### src/rtl/bridge_cfg_pkg.sv
// Sizes and thresholds of the host-to-FIFO bridge, referenced by scoped name from RTL and testbench
package bridge_cfg_pkg;

   // Width of one data word on every port and in every FIFO
   localparam int DATA_W = 32;

   // Downstream channel count, upstream uses the same count
   localparam int NUM_CHAN = 2;
   // Width of a channel index
   localparam int CHAN_W = 1;

   // Storage words in the memory of one FIFO
   localparam int FIFO_DEPTH = 64;
   // Address width for FIFO_DEPTH
   localparam int FIFO_AW = 6;

   // Writes accepted while total occupancy is below this level
   localparam int READY_LEVEL = 48;
   // Almost-empty flag set while total occupancy is below this level
   localparam int ALMOST_EMPTY_LEVEL = 4;

   // Arbiter sources, upstream channels first and status source last
   localparam int NUM_SRC = NUM_CHAN + 1;
   // Width of a source index
   localparam int SRC_W = 2;

   // Dropped-write counter width, saturates at all ones
   localparam int DROP_W = 16;

endpackage

### src/rtl/fwft_fifo.sv
// Synchronous first-word-fall-through FIFO instanced once per downstream and upstream channel
`timescale 1ns/1ns

module fwft_fifo (
   input  logic                              i_clock,
   input  logic                              i_arst_n,
   // Write side pulses i_wr only while o_wr_ready
   input  logic                              i_wr,
   input  logic [bridge_cfg_pkg::DATA_W-1:0] i_wr_data,
   output logic                              o_wr_ready,
   // Read side pulses i_rd only while o_rd_valid
   input  logic                              i_rd,
   output logic [bridge_cfg_pkg::DATA_W-1:0] o_rd_data,
   output logic                              o_rd_valid,
   output logic                              o_almost_empty
);

   // Storage array
   logic [bridge_cfg_pkg::DATA_W-1:0] mem [bridge_cfg_pkg::FIFO_DEPTH];

   // Pointers carry one extra wrap bit
   logic [bridge_cfg_pkg::FIFO_AW:0]   wr_ptr;
   logic [bridge_cfg_pkg::FIFO_AW:0]   wr_ptr_seen;
   logic [bridge_cfg_pkg::FIFO_AW:0]   rd_ptr;
   logic [bridge_cfg_pkg::FIFO_AW:0]   mem_count;
   // Memory words plus the two output stage bits
   logic [bridge_cfg_pkg::FIFO_AW+1:0] occupancy;

   // Output stages where B drives the port
   logic [bridge_cfg_pkg::DATA_W-1:0] a_data;
   logic [bridge_cfg_pkg::DATA_W-1:0] b_data;
   logic                              a_valid;
   logic                              b_valid;

   // Stage advance strobes
   logic a_load;
   logic b_load;

   // B takes A when B is empty or being read
   assign b_load = a_valid & (~b_valid | i_rd);
   // A takes a memory word when A is empty or moving on to B
   assign a_load = (rd_ptr != wr_ptr_seen) & (~a_valid | b_load);

   assign mem_count = wr_ptr - rd_ptr;
   assign occupancy = {1'b0, mem_count}
                    + (bridge_cfg_pkg::FIFO_AW + 2)'(a_valid)
                    + (bridge_cfg_pkg::FIFO_AW + 2)'(b_valid);

   // Levels come straight from registered state
   assign o_wr_ready     = occupancy < bridge_cfg_pkg::READY_LEVEL;
   assign o_almost_empty = occupancy < bridge_cfg_pkg::ALMOST_EMPTY_LEVEL;

   assign o_rd_data  = b_data;
   assign o_rd_valid = b_valid;

   always_ff @(posedge i_clock) begin
      if (i_wr) begin
         mem[wr_ptr[bridge_cfg_pkg::FIFO_AW-1:0]] <= i_wr_data;
      end
   end

   // Stage payloads follow their load strobes
   always_ff @(posedge i_clock) begin
      if (a_load) begin
         a_data <= mem[rd_ptr[bridge_cfg_pkg::FIFO_AW-1:0]];
      end
      if (b_load) begin
         b_data <= a_data;
      end
   end

   always_ff @(posedge i_clock or negedge i_arst_n) begin
      if (!i_arst_n) begin
         wr_ptr      <= '0;
         wr_ptr_seen <= '0;
         rd_ptr      <= '0;
         a_valid     <= 1'b0;
         b_valid     <= 1'b0;
      end else begin
         wr_ptr <= wr_ptr + (bridge_cfg_pkg::FIFO_AW + 1)'(i_wr);
         // Read side sees new words one edge after the write as with a RAM write port
         wr_ptr_seen <= wr_ptr;
         rd_ptr      <= rd_ptr + (bridge_cfg_pkg::FIFO_AW + 1)'(a_load);
         a_valid     <= a_load | (a_valid & ~b_load);
         b_valid     <= b_load | (b_valid & ~i_rd);
      end
   end

endmodule

### config.mk
export PLATFORM = sky130hd
export DESIGN_NAME = fwft_fifo
export DESIGN_NICKNAME = d
export VERILOG_FILES = /design/src/rtl/bridge_cfg_pkg.sv /design/src/rtl/fwft_fifo.sv
export SDC_FILE = /design/constraint.sdc
export NUM_CORES = 2
export LEC_CHECK = 0
export ABC_CLOCK_PERIOD_IN_PS = 4900
export BUFFER_PORTS_ARGS = -buffer_cell sky130_fd_sc_hd__clkbuf_2
export CORE_UTILIZATION = 35
export CTS_BUF_LIST = sky130_fd_sc_hd__clkbuf_4
export DETAILED_ROUTE_END_ITERATION = 12
export SYNTH_ARGS = -nofsm -noshare
export SYNTH_HDL_FRONTEND = slang
export SYNTH_SLANG_ARGS = --single-unit
### constraint.sdc
create_clock -name i_clock -period 4.9 [get_ports i_clock]
set_input_delay 0.245 -clock i_clock [delete_from_list [all_inputs] [get_ports i_clock]]
set_output_delay 0.245 -clock i_clock [all_outputs]
set_load 0.005 [all_outputs]
==> results.yml <==
min_path:
  hold_path_depth: 3
  min_path_type: "primary input to register"
global_route:
  gr-total-overflow: 0
  grt_max_degree: 79
  grtUsageMet1_pct: 24.1
  antenna_found_initial: 20
  gr-usage-met3_pct: 4.22
  busiest_layer: "met2"
  grtUsageTotal_pct: 17.9
  use_met2_pct: 28.7
  grt_pass1_wl_um: 300000
  grt_pass1_vias: 42000
worst_setup_path:
  endpoint_kind: "output pin"
  r2r_cells: 6
  path_class: "register to output pin"
  cp.arrival_ns: 4.34
  crit_path_start_kind: "register"
  critPathRequiredTime_ns: 4.66
  worstPathMaxFanout: 18
die:
  die_x_um: 484
  die_h_um: 484
  ioPinCount: 71
  coreArea_um2: 230000
  initial_core_util_pct: 35.3
  rows: 176
  design.die.area_um2: 234000
sta:
  hold_viol: 0
  finalWorstSetupSlack_ns: 0.312
  fin_setup_tns_ns: 0
  clock.fmax_ghz: 0.218
  slew_headroom_pct: 13.0
  fin_crit_ns: 4.59
  finalSetupViolations: 0
  worstMarginPinSlew_ns: 1.30
  rsz0062_at_grt: "false"
  post-route-period-util_pct: 93.6
  skew_ns: 0.0925
  final_max_slew_viol_count: 0
synth:
  ys_top_cells_by_count: "edfxtp_1 (2,112), mux4_2 (550), nand2_1 (102)"
  async_flop_share_pct: 1.08
  synth_fp_nets: 3514
  ys_ff_latch: 2135
  synth_cells: 3466
  netlist.area_leader.share_pct: 78.1
  ys_warn_count: 0
  synth_area_um2: 81200
  syn_area_per_cell_um2: 23.4
  synth_edf_count: 2112
  synth_cell_types: 48
  synthFlopType: "edfxtp_1"
  synth_area_leaders: "edfxtp_1 (78%), mux4_2 (15%), mux2i_1 (0.89%), dfrtp_1 (0.71%), nand2_1 (0.47%)"
  synth_area_leader_cell: "edfxtp_1"
  synth.most_common_cell: "edfxtp_1"
  yosysSeqAreaShare_pct: 78.9
flow_run:
  drv_cap: 0
route:
  drcViolationCount: 2
  wl_per_cell_um: 27.9
  first_iter_violations: 4231
  vias: 40300
  first_pass_iters: 7
  antenna_left: 0
  routed_wl_um: 211000
  viasPerCell: 5.33
pwr:
  p_leak_nw: 29.8
  p_per_area_nw_per_um2: 545
  ir_worst_vdd_v: 0.000386
clocking:
  clkTransAtPathRegs_ns: 0.07
  cts-htree-levels: 6
  cts_num_sinks: 2135
  cts_tree: "yes"
  ctsLongestPathBuffers: 4
  cts-root-buf: "clkbuf_4"
  cts_made_buffers: 568
  clk-insertion-delay-late_ns: 1.37
  ctsResizeCount: 0
place:
  place_area_um2: 86300
  dp_hpwl_um: 116000
  place_ws_ns: 1.48
  gp_routability_congestion: 0.782
  port_buffers: 70
final_layout:
  final_area_um2: 93600
  seqCellArea_um2: 64000
  fin_nets: 4187
  fillers: 20300
  syn_to_final_growth_pct: 15.3
  layout-drive-gt1-share_pct: 38.6
  multi_input_area_um2: 16600
outcome:
  violations: "design-rule violations"
  outcome: "complete, but fails checks"
[worst paths after layout]
check                                    from             end  slack (ns)
worst max register to register      rd_ptr[0]      a_data[20]        1.34
worst max-delay path                rd_ptr[1]  o_almost_empty        0.31
worst min-delay path            i_wr_data[19]      mem[6][19]        0.14
worst min register to register      wr_ptr[6]  wr_ptr_seen[6]        0.41
min in group asynchronous            i_arst_n      o_rd_valid        0.43
max in group asynchronous            i_arst_n       rd_ptr[3]        4.25
[layout make-up]
cell class                 count  share of cell area, %
clock inverter               115                  0.566
clock buffer                 828                   6.64
antenna                       16                 0.0428
timing repair buffer         281                   2.46
sequential                  2135                   68.4
inverter                      10                 0.0481
multi-input combinational   1143                   17.8
tap                         3026                   4.05
[sequential cells by signal, indices dropped and copies added (netlist names)]
register,cells
a_valid,1
rd_ptr,7
a_data,32
wr_ptr_seen,7
o_rd_data,32
wr_ptr,7
o_rd_valid,1
mem,2048
[per-layer routing]
metal / wire (um) / share of wire, %
met4: 5080 / 2.4
met1: 86200 / 41
met3: 17100 / 8.1
met2: 102000 / 49
met5: 27 / 0.013
[through the flow]
step | hold slack (ns) | utilization [%] | instances | power, W
finish | 0.139 | 40.7 | 7554 | 0.0510
global route | 0.0851 | 40.6 | 7542 | 0.0532
CTS | 0.00217 | 40.6 | 7537 | 0.0515
detailed placement | 0.295 | 37.5 | 6549 | 0.0366
global placement | 0.290 | 37.5 | 6549 | 0.0365
floorplan | -0.0506 | - | 3466 | 0.0314
[critical path: stages (launching register included)]
cell	delay [ns]
dfrtp_4	0.75
inv_1	0.36
fa_1	0.53
a21o_1	0.18
a21oi_1	0.24
o21bai_1	0.09
a21oi_1	0.18
xnor2_1	0.10
nor4_1	0.40
clkbuf_2	0.19
[cells by family after synthesis]
kind of cell	after synthesis	synth area share, %
compound gates	203	1.71
simple gates	275	1.46
buf+inv	188	1.26
mux	630	16.3
xor+xnor	23	0.248
flops	2135	78.9
fa+ha+maj	12	0.194
[where the power goes]
part           switching, W  internal [W]  total [W]
Sequential         0.000693        0.0212     0.0219
Combinational       0.00806       0.00614     0.0142
Clock               0.00706       0.00785     0.0149
Total                0.0158        0.0352     0.0510
[what timing repair did]
item,4_1_cts,5_1_grt
endpoints found under the setup margin,0,1
endpoints found under the hold margin,2201,0
hold buffers,45,0
setup buffers,0,1
[cell usage in the layout (no fill, tap or decap), drive strengths merged, types with 20 or more instances in the layout]
cell / count
dlygate4sd3: 44
a32oi: 20
clkinv: 99
inv: 22
buf: 167
mux2i: 72
edfxtp: 2112
o22ai: 36
nor2: 84
a22oi: 32
o21ai: 42
clkbuf: 898
a21oi: 22
nand3: 26
nand2: 102
mux4: 550
dfrtp: 23
nor3: 34
No activity file was read; power rests on OpenSTA's default activity.
