**src/rtl/bridge_cfg_pkg.sv**
```systemverilog
// Sizes and thresholds of the host-to-FIFO bridge, referenced by scoped name from RTL and testbench
package bridge_cfg_pkg;

   // Width of one data word on every port and in every FIFO
   localparam int DATA_W = 32;

   // Downstream channel count, upstream uses the same count
   localparam int NUM_CHAN = 2;
   // Width of a channel index
   localparam int CHAN_W = 1;

   // Storage words in the memory of one FIFO
   localparam int FIFO_DEPTH = 64;
   // Address width for FIFO_DEPTH
   localparam int FIFO_AW = 6;

   // Writes accepted while total occupancy is below this level
   localparam int READY_LEVEL = 48;
   // Almost-empty flag set while total occupancy is below this level
   localparam int ALMOST_EMPTY_LEVEL = 4;

   // Arbiter sources, upstream channels first and status source last
   localparam int NUM_SRC = NUM_CHAN + 1;
   // Width of a source index
   localparam int SRC_W = 2;

   // Dropped-write counter width, saturates at all ones
   localparam int DROP_W = 16;

endpackage

```
**src/rtl/host_bus_pkg.sv**
```systemverilog
// Host command and return word formats plus status word layout, used by the decoder, arbiter and top
package host_bus_pkg;

   // Status word filler above the used fields
   localparam int STATUS_PAD_W = bridge_cfg_pkg::DATA_W - bridge_cfg_pkg::DROP_W
                                 - bridge_cfg_pkg::NUM_CHAN;

   // Host command opcodes
   typedef enum logic [0:0] {
      // Push data word into the selected downstream channel
      OP_WRITE  = 1'b0,
      // Ask for one status word on the return bus
      OP_STATUS = 1'b1
   } host_op_e;

   // One host command, valid for a single cycle
   typedef struct packed {
      host_op_e                          op;
      // Downstream channel, ignored for status requests
      logic [bridge_cfg_pkg::CHAN_W-1:0] chan;
      // Payload, ignored for status requests
      logic [bridge_cfg_pkg::DATA_W-1:0] data;
   } host_cmd_t;

   // One word on the host return bus
   typedef struct packed {
      // Source that produced the word, NUM_CHAN marks status
      logic [bridge_cfg_pkg::SRC_W-1:0]  src;
      logic [bridge_cfg_pkg::DATA_W-1:0] data;
   } host_ret_t;

   // Status word as seen by the host
   typedef struct packed {
      // Always zero
      logic [STATUS_PAD_W-1:0]             pad;
      // One almost-empty flag per downstream channel
      logic [bridge_cfg_pkg::NUM_CHAN-1:0] dn_almost_empty;
      // Saturating count of dropped writes
      logic [bridge_cfg_pkg::DROP_W-1:0]   drops;
   } status_word_t;

endpackage

```
**src/rtl/host_cmd_decoder.sv**
```systemverilog
// Host command decoder, routes writes to downstream FIFOs and holds the pending status request
`timescale 1ns/1ns

module host_cmd_decoder (
   input  logic                                i_clock,
   input  logic                                i_arst_n,
   // One command per cycle, no back-pressure
   input  host_bus_pkg::host_cmd_t             i_cmd,
   input  logic                                i_cmd_valid,
   // Downstream FIFO write ports
   output logic [bridge_cfg_pkg::NUM_CHAN-1:0] o_dn_wr,
   output logic [bridge_cfg_pkg::DATA_W-1:0]   o_dn_wr_data,
   input  logic [bridge_cfg_pkg::NUM_CHAN-1:0] i_dn_wr_ready,
   input  logic [bridge_cfg_pkg::NUM_CHAN-1:0] i_dn_almost_empty,
   // Status source toward the arbiter
   output logic                                o_status_valid,
   output host_bus_pkg::status_word_t          o_status,
   input  logic                                i_status_grant
);

   logic                              is_write;
   logic                              is_status;
   logic                              wr_drop;
   logic [bridge_cfg_pkg::DROP_W-1:0] drop_count;
   logic                              status_pending;

   assign is_write  = i_cmd_valid & (i_cmd.op == host_bus_pkg::OP_WRITE);
   assign is_status = i_cmd_valid & (i_cmd.op == host_bus_pkg::OP_STATUS);

   // Target channel full, the word is lost
   assign wr_drop = is_write & ~i_dn_wr_ready[i_cmd.chan];

   // Same cycle as the command
   always_comb begin
      for (int c = 0; c < bridge_cfg_pkg::NUM_CHAN; c++) begin
         o_dn_wr[c] = is_write & (i_cmd.chan == bridge_cfg_pkg::CHAN_W'(c))
                    & i_dn_wr_ready[c];
      end
   end

   // Data fans out to every channel, the strobe picks one
   assign o_dn_wr_data = i_cmd.data;

   // Saturating drop counter
   always_ff @(posedge i_clock or negedge i_arst_n) begin
      if (!i_arst_n) begin
         drop_count <= '0;
      end else if (wr_drop && (drop_count != '1)) begin
         drop_count <= drop_count + 1'b1;
      end
   end

   // Pending flag, a request during a pending one merges into it
   always_ff @(posedge i_clock or negedge i_arst_n) begin
      if (!i_arst_n) begin
         status_pending <= 1'b0;
      end else begin
         status_pending <= (status_pending | is_status) & ~i_status_grant;
      end
   end

   assign o_status_valid = status_pending;

   // Word is sampled by the arbiter on the grant edge
   always_comb begin
      o_status                 = '0;
      o_status.dn_almost_empty = i_dn_almost_empty;
      o_status.drops           = drop_count;
   end

endmodule

```
**config.mk**
```make
export PLATFORM = sky130hd
export DESIGN_NAME = host_cmd_decoder
export DESIGN_NICKNAME = d
export VERILOG_FILES = /design/src/rtl/bridge_cfg_pkg.sv /design/src/rtl/host_bus_pkg.sv /design/src/rtl/host_cmd_decoder.sv
export SDC_FILE = /design/constraint.sdc
export NUM_CORES = 1
export LEC_CHECK = 0
export ABC_CLOCK_PERIOD_IN_PS = 2430
export BUFFER_PORTS_ARGS = -buffer_cell sky130_fd_sc_hd__buf_4
export CORE_AREA = 5 5 62 64
export DETAILED_ROUTE_END_ITERATION = 6
export DIE_AREA = 0 0 67 69
export GPL_TIMING_DRIVEN = 0
export HOLD_SLACK_MARGIN = 0.1
export PLACE_DENSITY = 0.87
export SYNTH_ARGS = -nofsm -noshare
export SYNTH_HDL_FRONTEND = slang
export SYNTH_SLANG_ARGS = --single-unit
```
**constraint.sdc**
```tcl
create_clock -name i_clock -period 2.43 [get_ports i_clock]
set_input_delay 0.1215 -clock i_clock [delete_from_list [all_inputs] [get_ports i_clock]]
set_output_delay 0.1215 -clock i_clock [all_outputs]
set_load 0.01 [all_outputs]
```
==> impl_metrics.csv <==
group,metric,value,unit
outcome,status,"finished clean",
placement,gp_congestion,0.885,
cells_and_area,mostFrequentLayoutCell,"buf_4",
clocking,clock_latency,300,ps
global_route,grt.overflow.total,0,
critical_path,required,2620,ps
global_route,antenna_found_initial,0,
logic_synthesis,syn_avg_cell_area,9.60,µm²
drt,wl_per_cell,11.7,µm
cells_and_area,layout-drive-gt1-share,0.583,
timing,setup_violations,0,
critical_path,critPathArrivalTime,1950,ps
critical_path,r2r_setup_slack,670,ps
cells_and_area,post-route-util,0.594,
critical_path,cp_max_fo,5,
hold_path,hold_class,"in2async",
timing,clock_skew,3.40,ps
pwr,ir_worst_vdd,0.442,mV
drt,viasPerCell,4.38,
cells_and_area,synthToLayoutAreaGrowth,47.1,%
critical_path,crit_start,"drop_count[0]$_DFFE_PN0P_",
critical_path,reg2reg_depth,5,
logic_synthesis,synth-seq-cells,17,
timing,max_freq,0.567,GHz
die,pin_count,109,
die,die_w,67,µm
die,coreArea,0.00323,mm²
placement,hpwl,2.54,mm
cells_and_area,fillers,303,
clocking,cts_tree,"done",
timing,slew_viol_final,0,
logic_synthesis,syn-instance-count,136,
logic_synthesis,ys_warn_count,0,
timing,finalHoldViolations,0,
placement,portBuffers,60,
logic_synthesis,yosysUniqueCellTypes,32,
critical_path,cp-end-kind,"register",
pwr,p_per_area,462,mW/mm²
die,rows,21,
critical_path,cp-start-kind,"register",
clocking,root_buffer,"clkbuf_4",
drt,routed_wl,3.06,mm
timing,rsz0062_at_grt,"false",
global_route,grt_max_degree,18,
timing,setup_tns,0,ps
timing,fin_crit,1760,ps
clocking,clock_path_buffers,2,
die,die_h,69,µm
clocking,cts-htree-levels,1,
die,die-area,0.00462,mm²
critical_path,reg2reg_to,"drop_count[14]$_DFFE_PN0P_",
clocking,cts_inserted_buffers,3,
critical_path,r2r_start,"drop_count[0]$_DFFE_PN0P_",
critical_path,crit_type,"reg2reg",
job,maxCapViolations,0,
drt,num_vias,1148,
timing,min_period_over_period,0.726,
global_route,grt_pass1_wl,4.70,mm
drt,drc,0,
cells_and_area,layout_common_cells,"buf_4, dfrtp_1, conb_1",
cells_and_area,nNetsFinal,260,
drt,first_pass_iters,4,
drt,drtAntennaViolNets,0,
global_route,grt_pass1_vias,1079,
clocking,cts.clk_slew.worst_paths,100,ps
die,initial_core_util,0.404,
clocking,cts_resized,0,
cells_and_area,antennaDiodeCount,0,
logic_synthesis,ys_seq_area_frac,0.326,
drt,drtIter0Drc,10,
pwr,p_leak,1.05,nW
clocking,clock_sinks,17,
global_route,grt_use_total,0.124,
logic_synthesis,synth_area,0.00131,mm²
timing,fin_hold_ws,219,ps
[sequential cells by signal, summed over array words and instances (netlist names)]
name	flops
o_status_valid	1
drop_count	16
[timing repair]
item / CTS / global route
buffers inserted: 0 / 0
endpoints found under the hold margin: 18 / 0
setup endpoints to repair: 0 / 0
hold buffers: 3 / 0
[final cells by class]
class	instances	area (µm²)	share of cell area
tap	46	57.6	0.0300
clock buffer	3	22.5	0.0117
sequential	17	425	0.222
timing repair buffer	63	480	0.250
buffer	48	360	0.188
multi-input combinational	83	564	0.294
clock inverter	1	5.00	0.00261
inverter	1	3.75	0.00196
[power breakdown]
group,switching [mW],leakage [nW],internal (mW),total (mW)
combinational,0.138,0.806,0.196,0.334
sequential,0.0726,0.228,0.326,0.398
clock,0.0936,0.0177,0.0614,0.155
[layer usage]
layer | track usage | vias to the layer above | part of all wire
li1 | - | 568 | -
met1 | 0.136 | 511 | 0.35
met2 | 0.218 | 67 | 0.51
met3 | 0.0390 | 2 | 0.13
met4 | 0.0405 | 0 | 0.0088
met5 | 0 | - | 0
[how the worst max path moves through the flow]
| stage | slack (ps) | to | cells past startpoint |
|---|---|---|---|
| 6_report | 670 | drop_count[14]$_DFFE_PN0P_ | 5 |
| 4_1_cts | 650 | drop_count[14]$_DFFE_PN0P_ | 5 |
| 3_3_place_gp | 710 | drop_count[14]$_DFFE_PN0P_ | 5 |
| 3_5_place_dp | 670 | drop_count[14]$_DFFE_PN0P_ | 5 |
| 2_1_floorplan | 790 | drop_count[1]$_DFFE_PN0P_ | 5 |
| 5_1_grt | 520 | drop_count[14]$_DFFE_PN0P_ | 5 |
[logic make-up (layout without fill, tap and decap cells)]
| logic type | count (synthesis) | in the layout | share of synthesized area |
|---|---|---|---|
| simple gates | 44 | 44 | 0.220 |
| compound gates | 8 | 8 | 0.0364 |
| buf+inv | 49 | 116 | 0.279 |
| fa+ha+maj | 1 | 1 | 0.00959 |
| flops | 17 | 17 | 0.326 |
| xor+xnor | 8 | 8 | 0.0537 |
| mux | 8 | 8 | 0.0729 |
| other cells | 1 | 14 | 0.00287 |
[critical path, stage by stage, from the launching register on]
cell and delay (ps):
dfrtp_1 440, ha_1 260, and3_1 200, nand3_1 200, nor3_2 210, mux2_2 350
[stage by stage]
stage / cell area [µm²] / setup WS, ps / instances / power, mW
2_1_floorplan: 1350 / 786 / 149 / 0.576
3_3_place_gp: 1860 / 706 / 255 / 0.727
3_5_place_dp: 1860 / 668 / 255 / 0.739
4_1_cts: 1920 / 648 / 262 / 0.899
5_1_grt: 1920 / 525 / 262 / 0.944
6_report: 1920 / 666 / 262 / 0.888
[cells in the mapped netlist, drive strengths merged]
master | instances | share of area
and2b | 1 | 0.0058
ha | 1 | 0.0096
dfrtp | 17 | 0.33
o21ai | 3 | 0.012
nand2b | 1 | 0.0048
a21oi | 1 | 0.0038
nor4 | 2 | 0.021
conb | 1 | 0.0029
nor2 | 6 | 0.019
or3 | 1 | 0.0086
inv | 1 | 0.0029
nor4b | 1 | 0.012
mux2i | 2 | 0.018
a311oi | 1 | 0.0067
nand3 | 8 | 0.035
a31oi | 3 | 0.014
nand2 | 8 | 0.023
nor3 | 7 | 0.031
nand4 | 4 | 0.031
mux2 | 6 | 0.055
and3 | 2 | 0.0096
and3b | 1 | 0.0067
buf | 48 | 0.28
and4 | 2 | 0.013
xor2 | 8 | 0.054
(Power assumes the default switching activity.)
