===== src/rtl/bridge_cfg_pkg.sv =====
// Sizes and thresholds of the host-to-FIFO bridge, referenced by scoped name from RTL and testbench
package bridge_cfg_pkg;

   // Width of one data word on every port and in every FIFO
   localparam int DATA_W = 32;

   // Downstream channel count, upstream uses the same count
   localparam int NUM_CHAN = 2;
   // Width of a channel index
   localparam int CHAN_W = 1;

   // Storage words in the memory of one FIFO
   localparam int FIFO_DEPTH = 64;
   // Address width for FIFO_DEPTH
   localparam int FIFO_AW = 6;

   // Writes accepted while total occupancy is below this level
   localparam int READY_LEVEL = 48;
   // Almost-empty flag set while total occupancy is below this level
   localparam int ALMOST_EMPTY_LEVEL = 4;

   // Arbiter sources, upstream channels first and status source last
   localparam int NUM_SRC = NUM_CHAN + 1;
   // Width of a source index
   localparam int SRC_W = 2;

   // Dropped-write counter width, saturates at all ones
   localparam int DROP_W = 16;

endpackage


===== src/rtl/host_bus_pkg.sv =====
// Host command and return word formats plus status word layout, used by the decoder, arbiter and top
package host_bus_pkg;

   // Status word filler above the used fields
   localparam int STATUS_PAD_W = bridge_cfg_pkg::DATA_W - bridge_cfg_pkg::DROP_W
                                 - bridge_cfg_pkg::NUM_CHAN;

   // Host command opcodes
   typedef enum logic [0:0] {
      // Push data word into the selected downstream channel
      OP_WRITE  = 1'b0,
      // Ask for one status word on the return bus
      OP_STATUS = 1'b1
   } host_op_e;

   // One host command, valid for a single cycle
   typedef struct packed {
      host_op_e                          op;
      // Downstream channel, ignored for status requests
      logic [bridge_cfg_pkg::CHAN_W-1:0] chan;
      // Payload, ignored for status requests
      logic [bridge_cfg_pkg::DATA_W-1:0] data;
   } host_cmd_t;

   // One word on the host return bus
   typedef struct packed {
      // Source that produced the word, NUM_CHAN marks status
      logic [bridge_cfg_pkg::SRC_W-1:0]  src;
      logic [bridge_cfg_pkg::DATA_W-1:0] data;
   } host_ret_t;

   // Status word as seen by the host
   typedef struct packed {
      // Always zero
      logic [STATUS_PAD_W-1:0]             pad;
      // One almost-empty flag per downstream channel
      logic [bridge_cfg_pkg::NUM_CHAN-1:0] dn_almost_empty;
      // Saturating count of dropped writes
      logic [bridge_cfg_pkg::DROP_W-1:0]   drops;
   } status_word_t;

endpackage


===== src/rtl/host_return_arbiter.sv =====
// Round-robin arbiter that loads the host return register from upstream FIFOs and the status source
`timescale 1ns/1ns

module host_return_arbiter (
   input  logic                                                         i_clock,
   input  logic                                                         i_arst_n,
   // Sources with upstream channels first and status last
   input  logic [bridge_cfg_pkg::NUM_SRC-1:0]                           i_src_valid,
   input  logic [bridge_cfg_pkg::NUM_SRC-1:0][bridge_cfg_pkg::DATA_W-1:0] i_src_data,
   output logic [bridge_cfg_pkg::NUM_SRC-1:0]                           o_src_read,
   // Host return bus
   output host_bus_pkg::host_ret_t                                      o_ret,
   output logic                                                         o_ret_valid,
   input  logic                                                         i_ret_ready
);

   // Last granted source where round robin restarts
   logic [bridge_cfg_pkg::SRC_W-1:0] last_grant;
   logic [bridge_cfg_pkg::SRC_W-1:0] scan_idx;
   logic [bridge_cfg_pkg::SRC_W-1:0] grant_idx;
   logic                             grant_found;
   logic                             load;

   // Return register
   host_bus_pkg::host_ret_t ret_q;
   logic                    ret_valid;

   // Scan from last_grant + 1 and wrap over all sources
   always_comb begin
      grant_found = 1'b0;
      grant_idx   = last_grant;
      scan_idx    = last_grant;
      for (int k = 1; k <= bridge_cfg_pkg::NUM_SRC; k++) begin
         scan_idx = bridge_cfg_pkg::SRC_W'((int'(last_grant) + k) % bridge_cfg_pkg::NUM_SRC);
         if (!grant_found && i_src_valid[scan_idx]) begin
            grant_found = 1'b1;
            grant_idx   = scan_idx;
         end
      end
   end

   // Register free or being accepted this cycle
   assign load = (~ret_valid | i_ret_ready) & grant_found;

   // Pop pulse that doubles as the status grant for the last source
   always_comb begin
      o_src_read = '0;
      if (load) begin
         o_src_read[grant_idx] = 1'b1;
      end
   end

   // Payload held while waiting for the host
   always_ff @(posedge i_clock) begin
      if (load) begin
         ret_q.src  <= grant_idx;
         ret_q.data <= i_src_data[grant_idx];
      end
   end

   always_ff @(posedge i_clock or negedge i_arst_n) begin
      if (!i_arst_n) begin
         ret_valid  <= 1'b0;
         // First scan begins at source 0
         last_grant <= bridge_cfg_pkg::SRC_W'(bridge_cfg_pkg::NUM_SRC - 1);
      end else begin
         if (load) begin
            ret_valid  <= 1'b1;
            last_grant <= grant_idx;
         end else if (i_ret_ready) begin
            ret_valid <= 1'b0;
         end
      end
   end

   assign o_ret       = ret_q;
   assign o_ret_valid = ret_valid;

endmodule


===== config.mk =====
export PLATFORM = sky130hd
export DESIGN_NAME = host_return_arbiter
export DESIGN_NICKNAME = d
export VERILOG_FILES = /design/src/rtl/bridge_cfg_pkg.sv /design/src/rtl/host_bus_pkg.sv /design/src/rtl/host_return_arbiter.sv
export SDC_FILE = /design/constraint.sdc
export NUM_CORES = 1
export LEC_CHECK = 0
export BUFFER_PORTS_ARGS = -buffer_cell sky130_fd_sc_hd__buf_2
export CAP_MARGIN = 5
export CORE_MARGIN = 2
export CORE_UTILIZATION = 50
export CTS_CLUSTER_SIZE = 28
export DETAILED_ROUTE_END_ITERATION = 7
export PLACE_DENSITY = 0.88
export SYNTH_ARGS = -nofsm -noshare
export SYNTH_HDL_FRONTEND = slang
export SYNTH_SLANG_ARGS = --single-unit

===== constraint.sdc =====
create_clock -name i_clock -period 6.4 [get_ports i_clock]
set_input_delay 1.28 -clock i_clock [delete_from_list [all_inputs] [get_ports i_clock]]
set_output_delay 1.28 -clock i_clock [all_outputs]
set_load 0.005 [all_outputs]

==> results_dict.tcl, run 1 <==
set metrics [dict create \
    ys_seq_elements 37 \
    async_flop_share_pct 8.11 \
    required_ps 5120 \
    fmax_mhz 236 \
    p_sw_share_pct 46.2 \
    dp_hpwl_microns 5410 \
    grt_pass1_vias 2464 \
    initial_utilization_pct 51.5 \
    port_buffers 139 \
    clk_path_buf_depth 2 \
    grt_usage_pct 23.7 \
    path_class "reg2out" \
    grt_pass1_wl_microns 11700 \
    final_area_sq_um 3580 \
    drc 0 \
    grt-ovfl-total 0 \
    worstMarginPinSlew_ps 839 \
    vias_per_cell 6.03 \
    period_share_pct 66.1 \
    dp.cells 444 \
    crit_path_end_kind "output port" \
    syn_to_final_growth_pct 26.4 \
    power.switching_mw 0.980 \
    antenna_left 0 \
    maxCapViolCount 0 \
    seq_power_share_pct 25.5 \
    hold_violations 0 \
    cts_root_buf "clkbuf_8" \
    drive_above_1_share_pct 53.0 \
    clkTransAtPathRegs_ps 70 \
    post_synth.cell_area_avg_sq_um 11.1 \
    max-slew-margin-rel_pct 42.6 \
    drtIter0Drc 123 \
    nFillCells 447 \
    antenna_found_initial 0 \
    place_ws_ps 2210 \
    htree_levels 2 \
    synth_edf_count 34 \
    ios 140 \
    finalSetupTns_ps 0 \
    die_area_sq_um 6290 \
    chipHeight_microns 79.3 \
    intPower_mw 1.14 \
    status "finished clean" \
    core_area_sq_um 5510 \
    yosysSeqAreaShare_pct 38.7 \
    vias 2719 \
    cellLeakagePower_nw 1.59 \
    tritoncts "done" \
    postCtsSetupBuffers 0 \
    power_mw 2.12 \
    setup_violations 0 \
    diodes 0 \
    finalMaxSlewViolations 0 \
    critical_path_arrival_ps 2950 \
    clock_sinks 37 \
    period_needed_ps 4230 \
    utilization_pct 65.1 \
    holdWs_ps 560 \
    synth.net_count 361 \
    placed_area_sq_um 3500 \
    syn-cell-area_sq_um 2840 \
    postCtsHoldBufs 0 \
    synth_cell_types 45 \
    layout_setup_ws_ps 2170 \
    ir_drop_mv 0.750 \
    synth_cells 255 \
    p_per_area_nw_per_um2 592 \
    worst-path-max-fanout 10 \
    finalNetCount 485 \
    num_rows 27 \
    clock_latency_ps 280 \
    drt-pass1-iter-count 4 \
    layout.cells.non_filler 451 \
    ys_warn_count 0 \
    ys.flop_type "edfxtp_1" \
    start_kind "flip-flop" \
    die_x_microns 79.3 \
    wire_per_inst_microns 16.8 \
    skew_ps 4.23 \
    place.gp.congestion 0.915 \
    clock_power_share_pct 7.4 \
    cts_resized 0 \
    grt_max_degree 43 \
    rsz0062_at_grt "false" \
    routed_wl_microns 7580 \
    min_path_type "reg2reg" \
    cts_made_buffers 5 \
    power_frac_comb_pct 67.1 \
]
[cells in the final DEF, fill, tap and decap left out, drive strengths merged, types with 2 or more instances in the layout]
cell / n
buf: 147
inv: 38
nand3: 36
edfxtp: 34
o2111ai: 34
o221ai: 32
nand2: 6
clkbuf: 5
a21oi: 5
ha: 4
mux2: 4
nand2b: 3
or2: 2
nor3: 2
dfrtp: 2
mux2i: 2
nor3b: 2
[kinds of logic after synthesis]
logic type                 share of synthesized area (%)
adders and majority gates                           1.76
and+or+nand+nor                                     11.8
muxes                                               2.56
AOI/OAI and AO/OA                                   33.3
buffers and inverters                               11.9
DFF                                                 38.7
[cells in the mapped netlist, types with 2 or more instances]
library cell	number	area, sq um
buf_6	8	90.1
inv_1	38	143
o221ai_1	2	17.5
o221ai_2	30	450
dfrtp_1	2	50.1
buf_4	2	15.0
nor3_1	2	10.0
o2111ai_1	33	289
ha_1	4	50.1
a21oi_1	4	20.0
nand3_1	36	180
nand2_1	6	22.5
clkbuf_1	9	33.8
mux2_2	3	33.8
buf_2	11	55.1
nand2b_1	3	18.8
edfxtp_1	34	1020
[critical path, cell delays in order, from the launching register on]
cell	delay, ps
dfrtp_1	460
inv_1	110
ha_1	500
inv_1	190
a2111oi_0	760
a311oi_4	50
or2_2	320
nor3b_2	150
buf_2	130
[power groups by stage]
stage                     clock network, mW  logic [mW]  registers [mW]
after detailed placement                  0        1.43           0.548
after floorplan                           0        1.12           0.565
after global placement                    0        1.40           0.545
after global routing                  0.169        1.56           0.554
after CTS                             0.159        1.43           0.543
final                                 0.158        1.42           0.541
[final timing paths]
path,slack (ps),to,from,depth (start not counted)
setup / recovery,2170,o_src_read[1],last_grant[0]$_DFFE_PN0P_,8
hold / removal,560,o_ret_valid$_DFFE_PN0P_,o_ret_valid$_DFFE_PN0P_,2
setup reg to reg,3100,o_ret[0]$_DFFE_PP_,last_grant[1]$_DFFE_PN1P_,8
hold reg to reg,560,o_ret_valid$_DFFE_PN0P_,o_ret_valid$_DFFE_PN0P_,2
max in group asynchronous,5430,last_grant[1]$_DFFE_PN1P_,i_arst_n,1
min in group asynchronous,780,o_ret_valid$_DFFE_PN0P_,i_arst_n,1
[layer usage]
layer / track usage (%) / vias up / routed length, microns / part of all wire [%]
li1: - / 1272 / - / -
met1: 30.9 / 1279 / 3110 / 41
met2: 39.2 / 156 / 3650 / 48
met3: 5.57 / 12 / 705 / 9.3
met4: 6.72 / 0 / 106 / 1.4
met5: 0 / - / 0 / 0
[registers in the layout, summed over array words and instances (netlist names)]
name and count:
o_ret_valid 1, last_grant 2, o_ret 34
[area by class of cell]
class	count	area (sq um)	area share, %
multi-input cells	150	1420	39.6
flip-flops and latches	37	1100	30.6
repair buffers	147	756	21.1
inverters	38	143	3.98
well taps	72	90.1	2.51
clock buffers	5	68.8	1.92
clock inverters	2	11.3	0.314
Note: power is estimated with default switching activity, not from simulation.
==> run 2, diff against run 1 <==
--- a/config.mk
+++ b/config.mk
@@ -8,10 +8,10 @@
 export BUFFER_PORTS_ARGS = -buffer_cell sky130_fd_sc_hd__buf_2
 export CAP_MARGIN = 5
 export CORE_MARGIN = 2
-export CORE_UTILIZATION = 50
+export CORE_UTILIZATION = 42
 export CTS_CLUSTER_SIZE = 28
 export DETAILED_ROUTE_END_ITERATION = 7
-export PLACE_DENSITY = 0.88
+export PLACE_DENSITY = 0.79
 export SYNTH_ARGS = -nofsm -noshare
 export SYNTH_HDL_FRONTEND = slang
 export SYNTH_SLANG_ARGS = --single-unit
==> constraint.sdc (replaced) <==
create_clock -name i_clock -period 3.7 [get_ports i_clock]
set_input_delay 0.74 -clock i_clock [delete_from_list [all_inputs] [get_ports i_clock]]
set_output_delay 0.74 -clock i_clock [all_outputs]
set_load 0.005 [all_outputs]
==> run 2 against run 1 <==
  * Core utilization decreased by 9.3 points
  * Die area up 18%
  * Clock power rose by 78%
  * Combinational power rose by 74%
  * Hold slack worse by 330 ps
  * Register-to-register slack worse by 2400 ps
  * Worst setup slack got worse by 1900 ps
  * Clock-buffer cell count is the same
  * Via count decreased by 0.92%
  * First-iteration DRC count is 42% lower
  * Sequential power rose by 73%
==> results_dict.tcl, run 2 (synthesized netlist as in run 1, its figures left out) <==
set metrics [dict create \
    dp_hpwl_microns 5340 \
    initial_utilization_pct 43.9 \
    max-slew-margin-rel_pct 57.5 \
    tritoncts "done" \
    p_per_area_nw_per_um2 1020 \
    postCtsSetupBuffers 0 \
    antenna_found_initial 0 \
    drive_above_1_share_pct 53.3 \
    port_buffers 139 \
    drc 0 \
    largest_register_ffs 34 \
    ir_drop_mv 1.30 \
    holdWs_ps 227 \
    critical_path_arrival_ps 2700 \
    finalMaxSlewViolations 0 \
    crit_path_end_kind "output port" \
    chipHeight_microns 86.2 \
    slowest_stage "ha_1" \
    worst-path-max-fanout 10 \
    crit_chain "inv_1, ha_1, inv_1, a2111oi_0, buf_4, a311oi_4, or2_2, nor3b_2, buf_2" \
    die_x_microns 86.2 \
    core_area_sq_um 6460 \
    final_cell_mix "buf_2 (139), inv_1 (38), nand3_1 (35), edfxtp_1 (34), o2111ai_1 (33)" \
    final_common_cell "buf_2" \
    crit_buf_inv 4 \
    critPathMostFrequentCell "inv_1" \
    syn_to_final_growth_pct 27.1 \
    hold_violations 0 \
    wire_per_inst_microns 16.4 \
    finalNetCount 486 \
    fmax_mhz 291 \
    period_needed_ps 3440 \
    grt_pass1_wl_microns 12200 \
    path_class "reg2out" \
    clock_latency_ps 290 \
    setup_violations 0 \
    status "finished clean" \
    period_share_pct 93.0 \
    worstMarginPinSlew_ps 637 \
    cts_resized 0 \
    routed_wl_microns 7510 \
    nFillCells 602 \
    min_path_type "in2async" \
    cts_made_buffers 5 \
    clk_path_buf_depth 2 \
    grt_max_degree 65 \
    vias_per_cell 5.88 \
    drt-pass1-iter-count 4 \
    htree_levels 2 \
    rsz0062_at_grt "false" \
    grt-ovfl-total 0 \
    maxCapViolCount 0 \
    clkTransAtPathRegs_ps 80 \
    ios 140 \
    antenna_left 0 \
    placed_area_sq_um 3520 \
    postCtsHoldBufs 0 \
    place.gp.congestion 0.970 \
    start_kind "flip-flop" \
    max_stage_delay_ps 480 \
    drtIter0Drc 71 \
    required_ps 2960 \
    num_rows 29 \
    grt_pass1_vias 2640 \
    die_area_sq_um 7430 \
    clock_sinks 37 \
    cts_root_buf "clkbuf_8" \
    skew_ps 3.79 \
    finalSetupTns_ps 0 \
    cellLeakagePower_nw 1.60 \
    final_area_sq_um 3600 \
    vias 2694 \
    grt_usage_pct 20.2 \
    diodes 0 \
    path_delay_family "buffers and inverters" \
]
## run 2: changes by cell type in the layout (fill, tap and decap cells not counted)
cell / before / now
buf_4: 8 / 9
clkinv_2: 0 / 1
clkinv_4: 0 / 1
clkinvlp_4: 1 / 0
## run 2: report_power, final
part | total [mW] | internal [mW] | switching (mW)
logic | 2.47 | 0.984 | 1.48
registers | 0.937 | 0.874 | 0.0630
clock network | 0.281 | 0.130 | 0.151
total | 3.68 | 1.99 | 1.70
## run 2: metrics by stage
| stage | util (%) | total power, mW | std cells | worst slack [ps] |
|---|---|---|---|---|
| after global routing | 55.8 | 3.98 | 458 | 70.1 |
| after CTS | 55.8 | 3.72 | 458 | 268 |
| after detailed placement | 54.5 | 3.43 | 450 | 591 |
| after floorplan | - | 2.92 | 255 | 858 |
| final | 55.8 | 3.68 | 458 | 258 |
| after global placement | 54.5 | 3.37 | 450 | 634 |
## run 2: cell type report
| class | instances | area, sq um | area share [%] |
|---|---|---|---|
| clock inverter | 3 | 17.5 | 0.486 |
| timing repair buffer | 148 | 763 | 21.2 |
| multi-input combinational | 150 | 1420 | 39.4 |
| inverter | 38 | 143 | 3.96 |
| sequential | 37 | 1100 | 30.4 |
| clock buffer | 5 | 68.8 | 1.91 |
| tap | 77 | 96.3 | 2.67 |
## run 2: worst paths after layout
check,start,depth (start not counted),slack [ps],end
max in group asynchronous,i_arst_n,1,3280,last_grant[1]$_DFFE_PN1P_
worst min register to register,o_ret_valid$_DFFE_PN0P_,2,600,o_ret_valid$_DFFE_PN0P_
min in group i_clock,o_ret_valid$_DFFE_PN0P_,2,600,o_ret_valid$_DFFE_PN0P_
worst min-delay path,i_arst_n,1,230,o_ret_valid$_DFFE_PN0P_
worst max register to register,last_grant[0]$_DFFE_PN0P_,8,700,o_ret[9]$_DFFE_PP_
worst max-delay path,last_grant[0]$_DFFE_PN0P_,9,260,o_src_read[1]
## run 2: worst reg2reg max path: cells and delay by family, from the launching register on
| family | cells | cell delay, ps |
|---|---|---|
| buffers and inverters | 2 | 560 |
| AOI/OAI and AO/OA | 2 | 480 |
| DFF | 1 | 450 |
| adders and majority gates | 1 | 440 |
| and+or+nand+nor | 2 | 430 |
| muxes | 1 | 370 |
## run 2: per-layer routing
metal,vias to the layer above,part of all wire (%),GRT usage [%]
li1,1275,-,-
met4,0,1.3,5.68
met1,1273,40,25.0
met5,-,0,0
met3,10,8.9,5.24
met2,136,50,35.0
==> run 3, diff against run 2 <==
--- a/config.mk
+++ b/config.mk
@@ -8,10 +8,10 @@
 export BUFFER_PORTS_ARGS = -buffer_cell sky130_fd_sc_hd__buf_2
 export CAP_MARGIN = 5
 export CORE_MARGIN = 2
-export CORE_UTILIZATION = 42
+export CORE_UTILIZATION = 50
 export CTS_CLUSTER_SIZE = 28
 export DETAILED_ROUTE_END_ITERATION = 7
-export PLACE_DENSITY = 0.79
+export PLACE_DENSITY = 0.88
 export SYNTH_ARGS = -nofsm -noshare
 export SYNTH_HDL_FRONTEND = slang
 export SYNTH_SLANG_ARGS = --single-unit
==> constraint.sdc (replaced) <==
create_clock -name i_clock -period 4.4 [get_ports i_clock]
set_input_delay 0.88 -clock i_clock [delete_from_list [all_inputs] [get_ports i_clock]]
set_output_delay 0.88 -clock i_clock [all_outputs]
set_load 0.005 [all_outputs]
==> run 3 against run 2 <==
  * Worst setup slack gained 360 ps
  * Flip-flop and latch count unchanged
  * Register-to-register slack better by 570 ps
  * Clock-buffer cell count rose by 1
  * Wire length up 0.37%
  * Critical path depth decreased by 1
  * Largest cell class unchanged
  * Sequential power decreased by 16%
  * Clock power rose by 2%
  * Final area increased by 0.38%
==> results_dict.tcl, run 3 (synthesized netlist as in run 1, its figures left out) <==
set metrics [dict create \
    status "finished clean" \
    groute.layer.met1.usage_pct 29.7 \
    maxCapViolCount 0 \
    final_area_sq_um 3620 \
    skew_ps 4.69 \
    p_per_area_nw_per_um2 870 \
    largest_register_ffs 34 \
    die_area_sq_um 6290 \
    grt_max_degree 41 \
    diodes 0 \
    final_common_cell "buf_2" \
    antenna_found_initial 0 \
    ir_drop_mv 1.25 \
    start_kind "flip-flop" \
    drt-pass1-iter-count 4 \
    vias 2661 \
    fmax_mhz 264 \
    clk_path_buf_depth 2 \
    p_sw_share_pct 45.0 \
    power.switching_mw 1.42 \
    intPower_mw 1.73 \
    drc 0 \
    postCtsSetupBuffers 0 \
    critical_path_arrival_ps 2900 \
    seq_power_share_pct 25.0 \
    grt_pass1_wl_microns 11700 \
    setup_violations 0 \
    routed_wl_microns 7540 \
    worst-path-max-fanout 10 \
    nFillCells 435 \
    num_rows 27 \
    clock_latency_ps 290 \
    met3_usage_pct 5.45 \
    min_path_type "in2async" \
    htree_levels 2 \
    vias_per_cell 5.87 \
    hold_violations 0 \
    clock_power_share_pct 9.1 \
    max-slew-margin-rel_pct 37.7 \
    ios 140 \
    cellLeakagePower_nw 1.61 \
    clock_sinks 37 \
    cts_root_buf "clkbuf_8" \
    rsz0062_at_grt "false" \
    drive_above_1_share_pct 53.0 \
    dp_hpwl_microns 5600 \
    initial_utilization_pct 51.5 \
    top_usage_layer "met2" \
    tritoncts "done" \
    postCtsHoldBufs 0 \
    required_ps 3520 \
    syn_to_final_growth_pct 27.6 \
    place.gp.congestion 0.808 \
    placed_area_sq_um 3510 \
    die_x_microns 79.3 \
    core_area_sq_um 5510 \
    finalSetupTns_ps 0 \
    crit_path_end_kind "output port" \
    antenna_left 0 \
    power_frac_comb_pct 65.8 \
    final_cell_mix "buf_2 (139), inv_1 (38), nand3_1 (35), edfxtp_1 (34), o2111ai_1 (33)" \
    grt-ovfl-total 0 \
    path_class "reg2out" \
    clkTransAtPathRegs_ps 70 \
    period_needed_ps 3780 \
    period_share_pct 86.0 \
    grt_pass1_vias 2460 \
    wire_per_inst_microns 16.6 \
    drtIter0Drc 135 \
    finalNetCount 486 \
    grt_usage_pct 23.7 \
    finalMaxSlewViolations 0 \
    cts_resized 0 \
    worstMarginPinSlew_ps 934 \
    port_buffers 139 \
    grt.met2_usage_pct 41.3 \
    chipHeight_microns 79.3 \
    cts_made_buffers 5 \
]
-- run 3: cell types whose count changed in the layout (fill, tap and decap cells not counted) --
cell and delta:
clkbuf_1 +1, clkinv_2 -1, bufinv_16 +1, clkinv_4 -1
-- run 3: power groups by stage --
stage	Combinational, mW	Sequential [mW]	Clock [mW]
global placement	2.04	0.794	0
global route	2.27	0.808	0.309
detailed placement	2.08	0.798	0
CTS	2.09	0.790	0.295
finish	2.07	0.788	0.288
floorplan	1.63	0.822	0
-- run 3: cell type report --
type / instances / area [sq um] / area share, %
clock buffer: 6 / 72.6 / 2.01
clock inverter: 2 / 33.8 / 0.934
inverter: 38 / 143 / 3.94
multi-input combinational: 150 / 1420 / 39.2
sequential: 37 / 1100 / 30.3
tap: 72 / 90.1 / 2.49
timing repair buffer: 148 / 763 / 21.1
-- run 3: through the flow --
stage               hold slack (ps)  util (%)  power, mW  instances  setup WS [ps]
finish                          377      65.7       3.15        453            618
global placement                547      63.8       2.83        445           1020
detailed placement              560      63.8       2.88        445            921
global route                    364      65.7       3.38        453            374
CTS                             372      65.7       3.17        453            586
floorplan                       519         -       2.45        255           1380
-- run 3: worst max-delay path, stage by stage, from the launching register on --
cell and delay, ps:
dfrtp_1 440, inv_1 110, ha_1 480, inv_1 170, a2111oi_0 780, a311oi_4 40
or2_2 320, nor3b_2 150, buf_2 130
-- run 3: path summary, 6_finish.rpt --
path	to	slack, ps	depth (start not counted)	startpoint
min reg2reg	o_ret_valid$_DFFE_PN0P_	550	2	o_ret_valid$_DFFE_PN0P_
max in group asynchronous	last_grant[1]$_DFFE_PN1P_	3830	1	i_arst_n
max reg2reg	o_ret[17]$_DFFE_PP_	1270	8	last_grant[0]$_DFFE_PN0P_
max	o_src_read[1]	620	8	last_grant[0]$_DFFE_PN0P_
min	o_ret_valid$_DFFE_PN0P_	380	1	i_arst_n
min in group i_clock	o_ret_valid$_DFFE_PN0P_	550	2	o_ret_valid$_DFFE_PN0P_
-- run 3: metal layers --
metal / share of wire, % / wire [microns]
met3: 8.6 / 651
met4: 1.4 / 103
met1: 40 / 3030
met5: 0 / 0
met2: 50 / 3760
